--- src/ex_consts.svh ---
/*
 * Execute stage constants
 * Data path width, register address width and divider step count
 */
`ifndef EX_CONSTS_SVH
`define EX_CONSTS_SVH

// Integer data path width
`define EX_XLEN 32

// Register file address width, upper half reserved for FP registers
`define EX_RADDR_W 6

// One restoring step per quotient bit
`define EX_DIV_STEPS 32

`endif

--- src/ex_pkg.sv ---
/*
 * Execute stage types
 * Operation and state enums, unit requests and register write ports
 */
`include "ex_consts.svh"

package ex_pkg;

  ////////////////////////////////////////////////////////////////////////////
  // Operation encodings
  ////////////////////////////////////////////////////////////////////////////

  // ALU operations, the divide group sits at the end
  typedef enum logic [4:0] {
    ALU_ADD,
    ALU_SUB,
    ALU_AND,
    ALU_OR,
    ALU_XOR,
    ALU_SLL,
    ALU_SRL,
    ALU_SRA,
    ALU_SLT,
    ALU_SLTU,
    ALU_EQ,
    ALU_NE,
    ALU_LT,
    ALU_GE,
    ALU_LTU,
    ALU_GEU,
    ALU_DIV,
    ALU_DIVU,
    ALU_REM,
    ALU_REMU
  } alu_op_e;

  // Multiplier operations
  typedef enum logic [1:0] {
    MULT_MUL,
    MULT_MULH,
    MULT_MULHU,
    MULT_MULHSU
  } mult_op_e;

  ////////////////////////////////////////////////////////////////////////////
  // Unit states
  ////////////////////////////////////////////////////////////////////////////

  typedef enum logic [1:0] {
    DIV_IDLE,
    DIV_RUN,
    DIV_DONE
  } div_state_e;

  typedef enum logic {
    MULT_FIRST,
    MULT_SECOND
  } mult_state_e;

  ////////////////////////////////////////////////////////////////////////////
  // Requests and write ports
  ////////////////////////////////////////////////////////////////////////////

  // Operand c carries the jump target
  typedef struct packed {
    alu_op_e              op;
    logic [`EX_XLEN-1:0]  a;
    logic [`EX_XLEN-1:0]  b;
    logic [`EX_XLEN-1:0]  c;
  } ex_alu_req_t;

  typedef struct packed {
    mult_op_e             op;
    logic [`EX_XLEN-1:0]  a;
    logic [`EX_XLEN-1:0]  b;
  } ex_mult_req_t;

  // One register file write port
  typedef struct packed {
    logic                   we;
    logic [`EX_RADDR_W-1:0] waddr;
    logic [`EX_XLEN-1:0]    wdata;
  } ex_wr_t;

endpackage

--- src/ex_div.sv ---
/*
 * Iterative restoring divider
 * Signed and unsigned quotient and remainder, one bit per cycle
 */
`timescale 1ns/100ps
`include "ex_consts.svh"

module ex_div import ex_pkg::*; (
  input  logic                clk,
  input  logic                rst_n,
  input  logic                start_i,
  input  alu_op_e             op_i,
  input  logic [`EX_XLEN-1:0] dividend_i,
  input  logic [`EX_XLEN-1:0] divisor_i,
  input  logic                ex_ready_i,
  output logic [`EX_XLEN-1:0] result_o,
  output logic                done_o
);

  localparam int unsigned CNT_W = $clog2(`EX_DIV_STEPS);

  div_state_e          state_q;
  logic [CNT_W-1:0]    cnt_q;
  logic [`EX_XLEN-1:0] quo_q, rem_q, dvs_q;
  logic                neg_q_q, neg_r_q;

  logic                signed_op, rem_op;
  logic [`EX_XLEN-1:0] a_mag, b_mag;
  logic [`EX_XLEN:0]   rem_shift, diff;
  logic [`EX_XLEN-1:0] q_fix, r_fix;

  // Operation decode, ID holds op_i until the result leaves
  assign signed_op = (op_i == ALU_DIV) || (op_i == ALU_REM);
  assign rem_op    = (op_i == ALU_REM) || (op_i == ALU_REMU);

  // Operand magnitudes
  assign a_mag = (signed_op && dividend_i[`EX_XLEN-1]) ? -dividend_i : dividend_i;
  assign b_mag = (signed_op && divisor_i[`EX_XLEN-1])  ? -divisor_i  : divisor_i;

  // Restoring step: shift in next dividend bit, trial subtract
  assign rem_shift = {rem_q, quo_q[`EX_XLEN-1]};
  assign diff      = rem_shift - {1'b0, dvs_q};

  ////////////////////////////////////////////////////////////////////////////
  // Control FSM
  ////////////////////////////////////////////////////////////////////////////

  always_ff @(posedge clk or negedge rst_n) begin
    if (!rst_n) begin
      state_q <= DIV_IDLE;
      cnt_q   <= '0;
    end else begin
      case (state_q)
        DIV_IDLE: begin
          if (start_i) begin
            state_q <= DIV_RUN;
            cnt_q   <= CNT_W'(`EX_DIV_STEPS - 1);
          end
        end
        DIV_RUN: begin
          if (cnt_q == '0) begin
            state_q <= DIV_DONE;
          end else begin
            cnt_q <= cnt_q - 1'b1;
          end
        end
        DIV_DONE: begin
          // Hold result until the instruction leaves EX
          if (ex_ready_i) begin
            state_q <= DIV_IDLE;
          end
        end
        default: state_q <= DIV_IDLE;
      endcase
    end
  end

  ////////////////////////////////////////////////////////////////////////////
  // Data path
  ////////////////////////////////////////////////////////////////////////////

  always_ff @(posedge clk) begin
    if (state_q == DIV_IDLE && start_i) begin
      // Quotient register starts with the dividend, bits shift out at the top
      quo_q   <= a_mag;
      rem_q   <= '0;
      dvs_q   <= b_mag;
      // Divide by zero keeps the all ones quotient unsigned
      neg_q_q <= signed_op && (dividend_i[`EX_XLEN-1] ^ divisor_i[`EX_XLEN-1])
                 && (divisor_i != '0);
      // Remainder takes the dividend sign
      neg_r_q <= signed_op && dividend_i[`EX_XLEN-1];
    end else if (state_q == DIV_RUN) begin
      if (!diff[`EX_XLEN]) begin
        rem_q <= diff[`EX_XLEN-1:0];
        quo_q <= {quo_q[`EX_XLEN-2:0], 1'b1};
      end else begin
        rem_q <= rem_shift[`EX_XLEN-1:0];
        quo_q <= {quo_q[`EX_XLEN-2:0], 1'b0};
      end
    end
  end

  // Sign fix, overflow case falls out of the magnitude arithmetic
  assign q_fix    = neg_q_q ? -quo_q : quo_q;
  assign r_fix    = neg_r_q ? -rem_q : rem_q;
  assign result_o = rem_op ? r_fix : q_fix;
  assign done_o   = (state_q == DIV_DONE);

endmodule

--- src/ex_alu.sv ---
/*
 * Integer ALU
 * Arithmetic, logic, shifts, compares and branch decision, divider underneath
 */
`timescale 1ns/100ps
`include "ex_consts.svh"

module ex_alu import ex_pkg::*; (
  input  logic                clk,
  input  logic                rst_n,
  input  logic                en_i,
  input  ex_alu_req_t         req_i,
  input  logic                ex_ready_i,
  output logic [`EX_XLEN-1:0] result_o,
  output logic                cmp_result_o,
  output logic                ready_o
);

  logic [`EX_XLEN-1:0] add_res, sub_res;
  logic [`EX_XLEN-1:0] sll_res, srl_res, sra_res;
  logic [`EX_XLEN-1:0] div_res;
  logic [4:0]          shamt;
  logic                eq, lt_s, lt_u;
  logic                is_div, div_start, div_done;

  ////////////////////////////////////////////////////////////////////////////
  // Arithmetic and shifts
  ////////////////////////////////////////////////////////////////////////////

  assign add_res = req_i.a + req_i.b;
  assign sub_res = req_i.a - req_i.b;

  // Shift amount from low five bits of operand b
  assign shamt   = req_i.b[4:0];
  assign sll_res = req_i.a << shamt;
  assign srl_res = req_i.a >> shamt;
  assign sra_res = $unsigned($signed(req_i.a) >>> shamt);

  // Shared comparators for SLT and branches
  assign eq   = (req_i.a == req_i.b);
  assign lt_s = ($signed(req_i.a) < $signed(req_i.b));
  assign lt_u = (req_i.a < req_i.b);

  ////////////////////////////////////////////////////////////////////////////
  // Divider
  ////////////////////////////////////////////////////////////////////////////

  assign is_div = (req_i.op == ALU_DIV)  || (req_i.op == ALU_DIVU) ||
                  (req_i.op == ALU_REM)  || (req_i.op == ALU_REMU);
  assign div_start = en_i && is_div;

  ex_div u_ex_div (
    .clk        (clk),
    .rst_n      (rst_n),
    .start_i    (div_start),
    .op_i       (req_i.op),
    .dividend_i (req_i.a),
    .divisor_i  (req_i.b),
    .ex_ready_i (ex_ready_i),
    .result_o   (div_res),
    .done_o     (div_done)
  );

  // Stall EX while a divide is in flight
  assign ready_o = !div_start || div_done;

  ////////////////////////////////////////////////////////////////////////////
  // Result select
  ////////////////////////////////////////////////////////////////////////////

  always_comb begin
    case (req_i.op)
      ALU_ADD:  result_o = add_res;
      ALU_SUB:  result_o = sub_res;
      ALU_AND:  result_o = req_i.a & req_i.b;
      ALU_OR:   result_o = req_i.a | req_i.b;
      ALU_XOR:  result_o = req_i.a ^ req_i.b;
      ALU_SLL:  result_o = sll_res;
      ALU_SRL:  result_o = srl_res;
      ALU_SRA:  result_o = sra_res;
      ALU_SLT:  result_o = {{(`EX_XLEN-1){1'b0}}, lt_s};
      ALU_SLTU: result_o = {{(`EX_XLEN-1){1'b0}}, lt_u};
      ALU_DIV,
      ALU_DIVU,
      ALU_REM,
      ALU_REMU: result_o = div_res;
      // Branch compares write nothing useful
      default:  result_o = '0;
    endcase
  end

  // Branch decision
  always_comb begin
    case (req_i.op)
      ALU_EQ:  cmp_result_o = eq;
      ALU_NE:  cmp_result_o = !eq;
      ALU_LT:  cmp_result_o = lt_s;
      ALU_GE:  cmp_result_o = !lt_s;
      ALU_LTU: cmp_result_o = lt_u;
      ALU_GEU: cmp_result_o = !lt_u;
      default: cmp_result_o = 1'b0;
    endcase
  end

endmodule

--- src/ex_mult.sv ---
/*
 * Integer multiplier
 * Low product in one cycle, high product registered and returned in two
 */
`timescale 1ns/100ps
`include "ex_consts.svh"

module ex_mult import ex_pkg::*; (
  input  logic                clk,
  input  logic                rst_n,
  input  logic                en_i,
  input  ex_mult_req_t        req_i,
  input  logic                ex_ready_i,
  output logic [`EX_XLEN-1:0] result_o,
  output logic                multicycle_o,
  output logic                ready_o
);

  mult_state_e             state_q;
  logic [2*`EX_XLEN-1:0]   prod_q;

  logic                    is_high, high_first;
  logic                    sign_a, sign_b;
  logic [`EX_XLEN:0]       ext_a, ext_b;
  logic [2*`EX_XLEN+1:0]   prod_full;

  assign is_high = (req_i.op != MULT_MUL);

  // Signedness per operation, MULHSU has signed a and unsigned b
  assign sign_a = (req_i.op == MULT_MULH) || (req_i.op == MULT_MULHSU);
  assign sign_b = (req_i.op == MULT_MULH);

  // One extra bit covers all signed/unsigned mixes
  assign ext_a = {sign_a && req_i.a[`EX_XLEN-1], req_i.a};
  assign ext_b = {sign_b && req_i.b[`EX_XLEN-1], req_i.b};

  // Operands sign extended to the full product width, wrap gives the exact product
  // Low word is identical for any signedness
  assign prod_full = {{(`EX_XLEN+1){ext_a[`EX_XLEN]}}, ext_a}
                   * {{(`EX_XLEN+1){ext_b[`EX_XLEN]}}, ext_b};

  // First cycle of a high variant
  assign high_first = en_i && is_high && (state_q == MULT_FIRST);

  ////////////////////////////////////////////////////////////////////////////
  // Control FSM
  ////////////////////////////////////////////////////////////////////////////

  always_ff @(posedge clk or negedge rst_n) begin
    if (!rst_n) begin
      state_q <= MULT_FIRST;
    end else begin
      case (state_q)
        MULT_FIRST: begin
          if (high_first) begin
            state_q <= MULT_SECOND;
          end
        end
        MULT_SECOND: begin
          // Back to FIRST once the instruction leaves EX
          if (ex_ready_i) begin
            state_q <= MULT_FIRST;
          end
        end
        default: state_q <= MULT_FIRST;
      endcase
    end
  end

  // Partial product register
  always_ff @(posedge clk) begin
    if (high_first) begin
      prod_q <= prod_full[2*`EX_XLEN-1:0];
    end
  end

  ////////////////////////////////////////////////////////////////////////////
  // Outputs
  ////////////////////////////////////////////////////////////////////////////

  always_comb begin
    if (state_q == MULT_SECOND) begin
      result_o = prod_q[2*`EX_XLEN-1:`EX_XLEN];
    end else begin
      result_o = prod_full[`EX_XLEN-1:0];
    end
  end

  assign multicycle_o = high_first;
  assign ready_o      = !high_first;

endmodule

--- src/ex_stage.sv ---
/*
 * Execute stage
 * ALU and multiplier, forwarding write port, EX/WB register and stall logic
 */
`timescale 1ns/100ps
`include "ex_consts.svh"

module ex_stage import ex_pkg::*; (
  input  logic                   clk,
  input  logic                   rst_n,

  // ALU request from ID
  input  logic                   alu_en_i,
  input  ex_alu_req_t            alu_req_i,

  // Multiplier request from ID
  input  logic                   mult_en_i,
  input  ex_mult_req_t           mult_req_i,

  // CSR read data
  input  logic                   csr_access_i,
  input  logic [`EX_XLEN-1:0]    csr_rdata_i,

  // LSU side
  input  logic                   lsu_en_i,
  input  logic [`EX_XLEN-1:0]    lsu_rdata_i,
  input  logic                   lsu_ready_ex_i,

  input  logic                   branch_in_ex_i,

  // Forwarding write from ID
  input  logic                   regfile_alu_we_i,
  input  logic [`EX_RADDR_W-1:0] regfile_alu_waddr_i,

  // Load write, passed through to WB
  input  logic                   regfile_we_i,
  input  logic [`EX_RADDR_W-1:0] regfile_waddr_i,

  input  logic                   wb_ready_i,

  // Register file write ports
  output ex_wr_t                 fwd_wr_o,
  output ex_wr_t                 wb_wr_o,

  // Jump target and branch decision to IF
  output logic [`EX_XLEN-1:0]    jump_target_o,
  output logic                   branch_decision_o,

  output logic                   mult_multicycle_o,

  // Pipeline handshake
  output logic                   ex_ready_o,
  output logic                   ex_valid_o
);

  logic [`EX_XLEN-1:0]    alu_result, mult_result;
  logic                   alu_cmp_result;
  logic                   alu_ready, mult_ready;
  logic                   units_ready;

  // EX/WB register
  logic                   wb_we_q;
  logic [`EX_RADDR_W-1:0] wb_waddr_q;

  ////////////////////////////////////////////////////////////////////////////
  // Functional units
  ////////////////////////////////////////////////////////////////////////////

  ex_alu u_ex_alu (
    .clk          (clk),
    .rst_n        (rst_n),
    .en_i         (alu_en_i),
    .req_i        (alu_req_i),
    .ex_ready_i   (ex_ready_o),
    .result_o     (alu_result),
    .cmp_result_o (alu_cmp_result),
    .ready_o      (alu_ready)
  );

  ex_mult u_ex_mult (
    .clk          (clk),
    .rst_n        (rst_n),
    .en_i         (mult_en_i),
    .req_i        (mult_req_i),
    .ex_ready_i   (ex_ready_o),
    .result_o     (mult_result),
    .multicycle_o (mult_multicycle_o),
    .ready_o      (mult_ready)
  );

  // Branch handling
  assign branch_decision_o = alu_cmp_result;
  assign jump_target_o     = alu_req_i.c;

  ////////////////////////////////////////////////////////////////////////////
  // Write ports
  ////////////////////////////////////////////////////////////////////////////

  // Forwarding port, CSR over multiplier over ALU
  always_comb begin
    fwd_wr_o.we    = regfile_alu_we_i;
    fwd_wr_o.waddr = regfile_alu_waddr_i;
    if (csr_access_i) begin
      fwd_wr_o.wdata = csr_rdata_i;
    end else if (mult_en_i) begin
      fwd_wr_o.wdata = mult_result;
    end else if (alu_en_i) begin
      fwd_wr_o.wdata = alu_result;
    end else begin
      fwd_wr_o.wdata = '0;
    end
  end

  // Load write-back, data comes straight from the LSU
  assign wb_wr_o.we    = wb_we_q;
  assign wb_wr_o.waddr = wb_waddr_q;
  assign wb_wr_o.wdata = lsu_rdata_i;

  // Write enable, valid already implies WB is ready
  always_ff @(posedge clk or negedge rst_n) begin
    if (!rst_n) begin
      wb_we_q <= 1'b0;
    end else if (ex_valid_o) begin
      wb_we_q <= regfile_we_i;
    end else if (wb_ready_i) begin
      // Nothing new, flush the old write out
      wb_we_q <= 1'b0;
    end
  end

  // Address captured only for a real write
  always_ff @(posedge clk) begin
    if (ex_valid_o && regfile_we_i) begin
      wb_waddr_q <= regfile_waddr_i;
    end
  end

  ////////////////////////////////////////////////////////////////////////////
  // Stall logic
  ////////////////////////////////////////////////////////////////////////////

  assign units_ready = alu_ready && mult_ready && lsu_ready_ex_i && wb_ready_i;

  // Branch resolves in EX without WB, so it may always leave
  assign ex_ready_o = units_ready || branch_in_ex_i;

  // Valid independent of ready
  assign ex_valid_o = (alu_en_i || mult_en_i || csr_access_i || lsu_en_i) && units_ready;

endmodule

--- config.mk ---
export PLATFORM = sky130hd
export DESIGN_NAME = ex_stage
export DESIGN_NICKNAME = d
export VERILOG_FILES = /design/src/ex_pkg.sv /design/src/ex_div.sv /design/src/ex_alu.sv /design/src/ex_mult.sv /design/src/ex_stage.sv
export VERILOG_INCLUDE_DIRS = /design/src
export SDC_FILE = /design/constraint.sdc
export NUM_CORES = 2
export LEC_CHECK = 0
export ABC_AREA = 1
export BUFFER_PORTS_ARGS = -buffer_cell sky130_fd_sc_hd__clkbuf_2
export CELL_PAD_IN_SITES_DETAIL_PLACEMENT = 1
export CELL_PAD_IN_SITES_GLOBAL_PLACEMENT = 2
export CORE_MARGIN = 1.5
export CORE_UTILIZATION = 37
export DETAILED_ROUTE_END_ITERATION = 16
export PLACE_DENSITY = 0.93
export SKIP_CTS_REPAIR_TIMING = 1
export SYNTH_ARGS = -nofsm -noshare
export SYNTH_HDL_FRONTEND = slang
export SYNTH_SLANG_ARGS = --single-unit
export TNS_END_PERCENT = 5
--- constraint.sdc ---
create_clock -name clk -period 8.4 [get_ports clk]
set_input_delay 0.84 -clock clk [delete_from_list [all_inputs] [get_ports clk]]
set_output_delay 0.84 -clock clk [all_outputs]
set_load 0.1 [all_outputs]
-- Yosys cells after proc, flatten, opt, wreduce, memory -nomap -nowiden
Cells that the tools add are included.
- shift-type cells: 3
- magnitude comparators: 2
- reduce and logical (&&, ||, !) cells: 42
- div/mod/pow operators: 0
- multiply operators: 1
- mux-type cells: 27
- equal/unequal tests: 28
- add/sub/neg operators: 8
- bitwise operators: 5
- operators with widths (kind ; count):
    2-to-1 mux 32 bit ; 12
    one-hot mux 32 bit (11 select lines) ; 1
    negator 32 bit ; 4
    less-than comparator 32 bit ; 2
    multiplier 33 x 33 -> 64 bit ; 1
    == test 5 x 4 -> 1 bit (second input constant) ; 8
    subtractor 33 x 32 -> 33 bit ; 1
    adder 32 bit ; 1
    bitwise AND 32 bit ; 1
    == test 32 bit ; 1
    OR 32 bit ; 1
    nonzero test 32 bit ; 1
    left shift 32 x 5 -> 32 bit ; 1
    >> shifter 32 x 5 -> 32 bit ; 1
    >>> shifter 32 x 5 -> 32 bit ; 1
    subtractor 32 bit ; 1
    XOR 32 bit ; 1
    == test 5 x 3 -> 1 bit (second input constant) ; 4
    == test 5 bit (second input constant) ; 4
    logical AND 1 bit ; 15
    logical OR 1 bit ; 11
    == test 5 x 2 -> 1 bit (second input constant) ; 2
    logical NOT 5 bit ; 2
    2-to-1 mux 5 bit ; 2
    other kinds (19) ; 37
- flip-flop bits (word level): 177
- input bits: 254
- bits in writable memories: 0
- bits in latches: 0
- bits in read-only memories: 0
- output and inout port bits: 114
- memories: 0

-- Depth between registers and ports, before layout
- depth after elaboration: 13
- gate-level depth with buffers: 32

-- Hierarchy
Synthesis repeated with hierarchy kept, for this count alone.
- cells, all modules: 9301
- area total of the unflattened synthesis: 63652.3 µm²
- by module, submodules not included (module ; times used ; area an instance (µm²) ; cells each):
    ex_mult ; 1 ; 41074.4 ; 5103
    ex_div ; 1 ; 10702.8 ; 1788
    ex_alu ; 1 ; 10387.5 ; 2172
    ex_stage ; 1 ; 1487.7 ; 238

-- Worst setup path after synthesis
No wires, ideal clock.
- path type: input -> output
- start point: input mult_req_i[6] (netlist bit)
- end point: output fwd_wr_o[31] (netlist bit)
- slack: -0.804 ns
- buffers on the path: 2
- arrival: 8.364 ns
- required time: 7.560 ns
- stages on the path: 29
- cell sequence: clkbuf_1 -> clkbuf_1 -> nand2_1 -> fa_1 -> inv_1 -> fa_1 -> inv_1 -> fa_1 -> inv_1 -> fa_1 -> inv_1 -> fa_1 -> inv_1 -> fa_1 -> inv_1 -> fa_1 -> inv_1 -> fa_1 -> ha_1 -> a21oi_1 -> o21ai_0 -> a21oi_1 -> a21boi_0 -> nand2_1 -> nand2_1 -> nand3_1 -> nand3_1 -> inv_1 -> a21oi_1
- RTL lines (item ; RTL line ; text):
    from (decl) ; ex_stage.sv:18 ; input ex_mult_req_t mult_req_i,
    to (decl) ; ex_stage.sv:42 ; output ex_wr_t fwd_wr_o,

==> summary.txt <==
Critical path
  • Worst path required time: 7560 ps
  • Reg-to-reg startpoint: u_ex_alu.u_ex_div.quo_q[31]$_DFFE_PP_
  • Crit end category: output pin
  • Critical-path top delay cell: fa_1
  • Crit Path Category: input port to output pin
  • Worst path max stage delay: 570 ps
  • Crit path arrival time: 7760 ps
  • Startpoint Class: input port
  • Worst path bufs/invs: 13
  • Worst path top cell family by delay: adder cells
  • Crit path top cell by count: fa_1
  • Critical Path Fanout Max: 6
  • Critical path startpoint: mult_req_i[50]

Floorplanning
  • Die width: 412 um
  • Die Height: 412 um
  • Rows: 149
  • Top-level port count: 368
  • Core Box Area: 165000 sq um
  • Initial core utilization: 37.3%
  • Die area: 169000 sq um

Timing
  • Fin crit period: 8600 ps
  • Period utilisation layout: 102%
  • Total Negative Setup Slacks: -1150 ps
  • Slew Viols, Final: 0
  • Worst slew pin tran: 1260 ps
  • Setup-failing EPs final: 14
  • Unrepaired setup endpoints after global routing: yes
  • Max Clk Rate: 116 MHz
  • Slack of the critical path: -198 ps
  • Worst rel slew slack: 16.2%
  • Max Clock Skew: 15.6 ps
  • Final Hold Fails: 0

Yosys
  • Yosys top cell area share: 36.6%
  • Sequential cell area fraction in the yosys report: 6.46%
  • Mapped cell area: 61700 sq um
  • Most frequent cell after synthesis: nand2_1
  • Ys flop type: edfxtp_1
  • Yosys top cell by area: fa_1
  • Synth async-reset ratio: 6.21%
  • Syn_area_per_cell: 7.01 sq um
  • Leading cell types by count after synthesis: 2396 x nand2_1, 2001 x inv_1, 1128 x fa_1
  • Synthesized flop and latch total: 145
  • Post-synth EDFFs: 104
  • Count of different cell masters after synthesis: 58
  • Ys Warns: 0
  • Synth area leaders: fa_1 37%, nand2_1 15%, inv_1 12%, ha_1 7.0%, edfxtp_1 5.1%
  • Syn Nets: 10539
  • Cells after synthesis: 8810

Min path
  • HP Class: input port to asynchronous set/reset pin

Layout
  • Area delta synth->final: 13.0%
  • Fin nets: 10791
  • Layout cell share with drive strength beyond 1: 11.3%
  • Fillers: 20893
  • Finished Core Util: 42.2%

Clock network
  • CTS clk-pin slew, worst paths: 70 ps
  • Deepest clock path buffer count: 2
  • TritonCTS clock tree: done
  • CTS H-tree lvls: 4
  • TritonCTS Buffers: 17
  • Clock latency on the worst-skew pair: 500 ps
  • CTS Root Cell: clkbuf_16
  • Clock Sinks: 145

Global route
  • Total track usage: 33.7%
  • Largest net degree at the start of global routing: 64
  • Overflow after GRT: 0
  • Antenna violations before repair: 22
  • Number of global-route vias before repair: 65649
  • Global-route wire length before repair: 424000 um

Status
  • Status: finished, violations left
  • Failing checks: negative setup slack

Route
  • Starting DRT DRC Count: 4862
  • Vias: 60912
  • Routed WL: 289000 um
  • Via-to-Cell Ratio: 5.40
  • DR DRC count: 0
  • First drt pass iteration count: 5
  • DR WL/cell: 25.6 um
  • Antenna-violating nets left: 0

Placement
  • GP Congestion: 1.04
  • Port Buffers: 225
  • Dpl hpwl: 250000 um

Job
  • Max_cap viols: 0
[worst reg2reg max path: stages, from the launching register on]
cell and delay, ps:
edfxtp_1 370, inv_1 120, ha_1 250, fa_1 420, nand3b_1 170, nand2_1 130
nand3_1 90, nand2_1 200, nand2_1 100, nand3_2 150, nand3_2 120, nand2_1 120
nand2_1 60, nand2_2 550, o21ai_0 370, nand3_1 150, nand2_1 60
[stage by stage]
stage,cells,hold slack (ps),setup WS [ps],instance area (sq um)
6_report,11278,222,-198,69800
5_1_grt,11273,219,-383,69800
4_1_cts,11234,209,-649,68200
3_5_place_dp,11202,472,-634,67600
3_3_place_gp,11202,451,-535,67600
2_1_floorplan,8810,440,-610,61800
[area by class of cell]
cell class | instances | area (sq um) | area share [%]
multi-input combinational | 6175 | 49000 | 70.2
inverter | 2022 | 7610 | 10.9
timing repair buffer | 701 | 5820 | 8.34
sequential | 145 | 3990 | 5.72
tap | 2189 | 2740 | 3.93
clock buffer | 17 | 425 | 0.610
clock inverter | 15 | 186 | 0.267
antenna | 14 | 35.0 | 0.0502
[layer usage]
layer,GRT usage (%),vias up,wire (um)
met5,0,-,69
met4,14.0,10,14800
met2,55.3,2285,135000
li1,-,26757,-
met1,44.8,31267,121000
met3,4.10,593,18600
[placed cells by master (no fill, tap or decap), types with 86 or more instances in the layout]
cell type / synthesis / routed
nand3_1: 604 / 590
clkbuf_2: 1 / 178
inv_1: 2001 / 1945
buf_4: 81 / 409
a21oi_1: 290 / 250
xor2_1: 86 / 86
ha_1: 347 / 330
fa_1: 1128 / 1112
edfxtp_1: 104 / 104
nor2_1: 589 / 559
nand2_1: 2396 / 2364
o21ai_0: 290 / 272
[path summary, 6_finish.rpt]
kind / to / slack [ps] / cells past startpoint
setup / recovery: fwd_wr_o[28] / -200 / 33
hold / removal: u_ex_mult.state_q$_DFF_PN0_ / 220 / 1
setup reg to reg: u_ex_alu.u_ex_div.rem_q[17]$_SDFFE_PP0P_ / 4870 / 16
hold reg to reg: u_ex_alu.u_ex_div.cnt_q[0]$_DFFE_PN0P_ / 480 / 1
max in group asynchronous: u_ex_alu.u_ex_div.cnt_q[0]$_DFFE_PN0P_ / 7940 / 1
min in group clk: u_ex_alu.u_ex_div.cnt_q[0]$_DFFE_PN0P_ / 480 / 1
[logic make-up after synthesis]
kind of cell	after synthesis	synth area share (%)
and+or+nand+nor	3808	25.4
buffers and inverters	2490	15.9
adders and majority gates	1475	43.6
AOI/OAI and AO/OA	765	6.85
DFF	145	6.46
xor gates and xnor gates	127	1.80
[state kept, by name, summed over array words and instances, names as in the netlist]
signal                     count
u_ex_alu.u_ex_div.dvs_q       32
u_ex_alu.u_ex_div.neg_r_q      1
u_ex_alu.u_ex_div.cnt_q        5
u_ex_mult.state_q              1
u_ex_alu.u_ex_div.state_q      2
wb_waddr_q                     6
u_ex_alu.u_ex_div.quo_q       32
wb_we_q                        1
u_ex_alu.u_ex_div.neg_q_q      1
u_ex_mult.prod_q              32
u_ex_alu.u_ex_div.rem_q       32
Power is left out: the tool's default activity adds up to more than one toggle a clock period on the data nets, which glitch-free logic cannot reach.
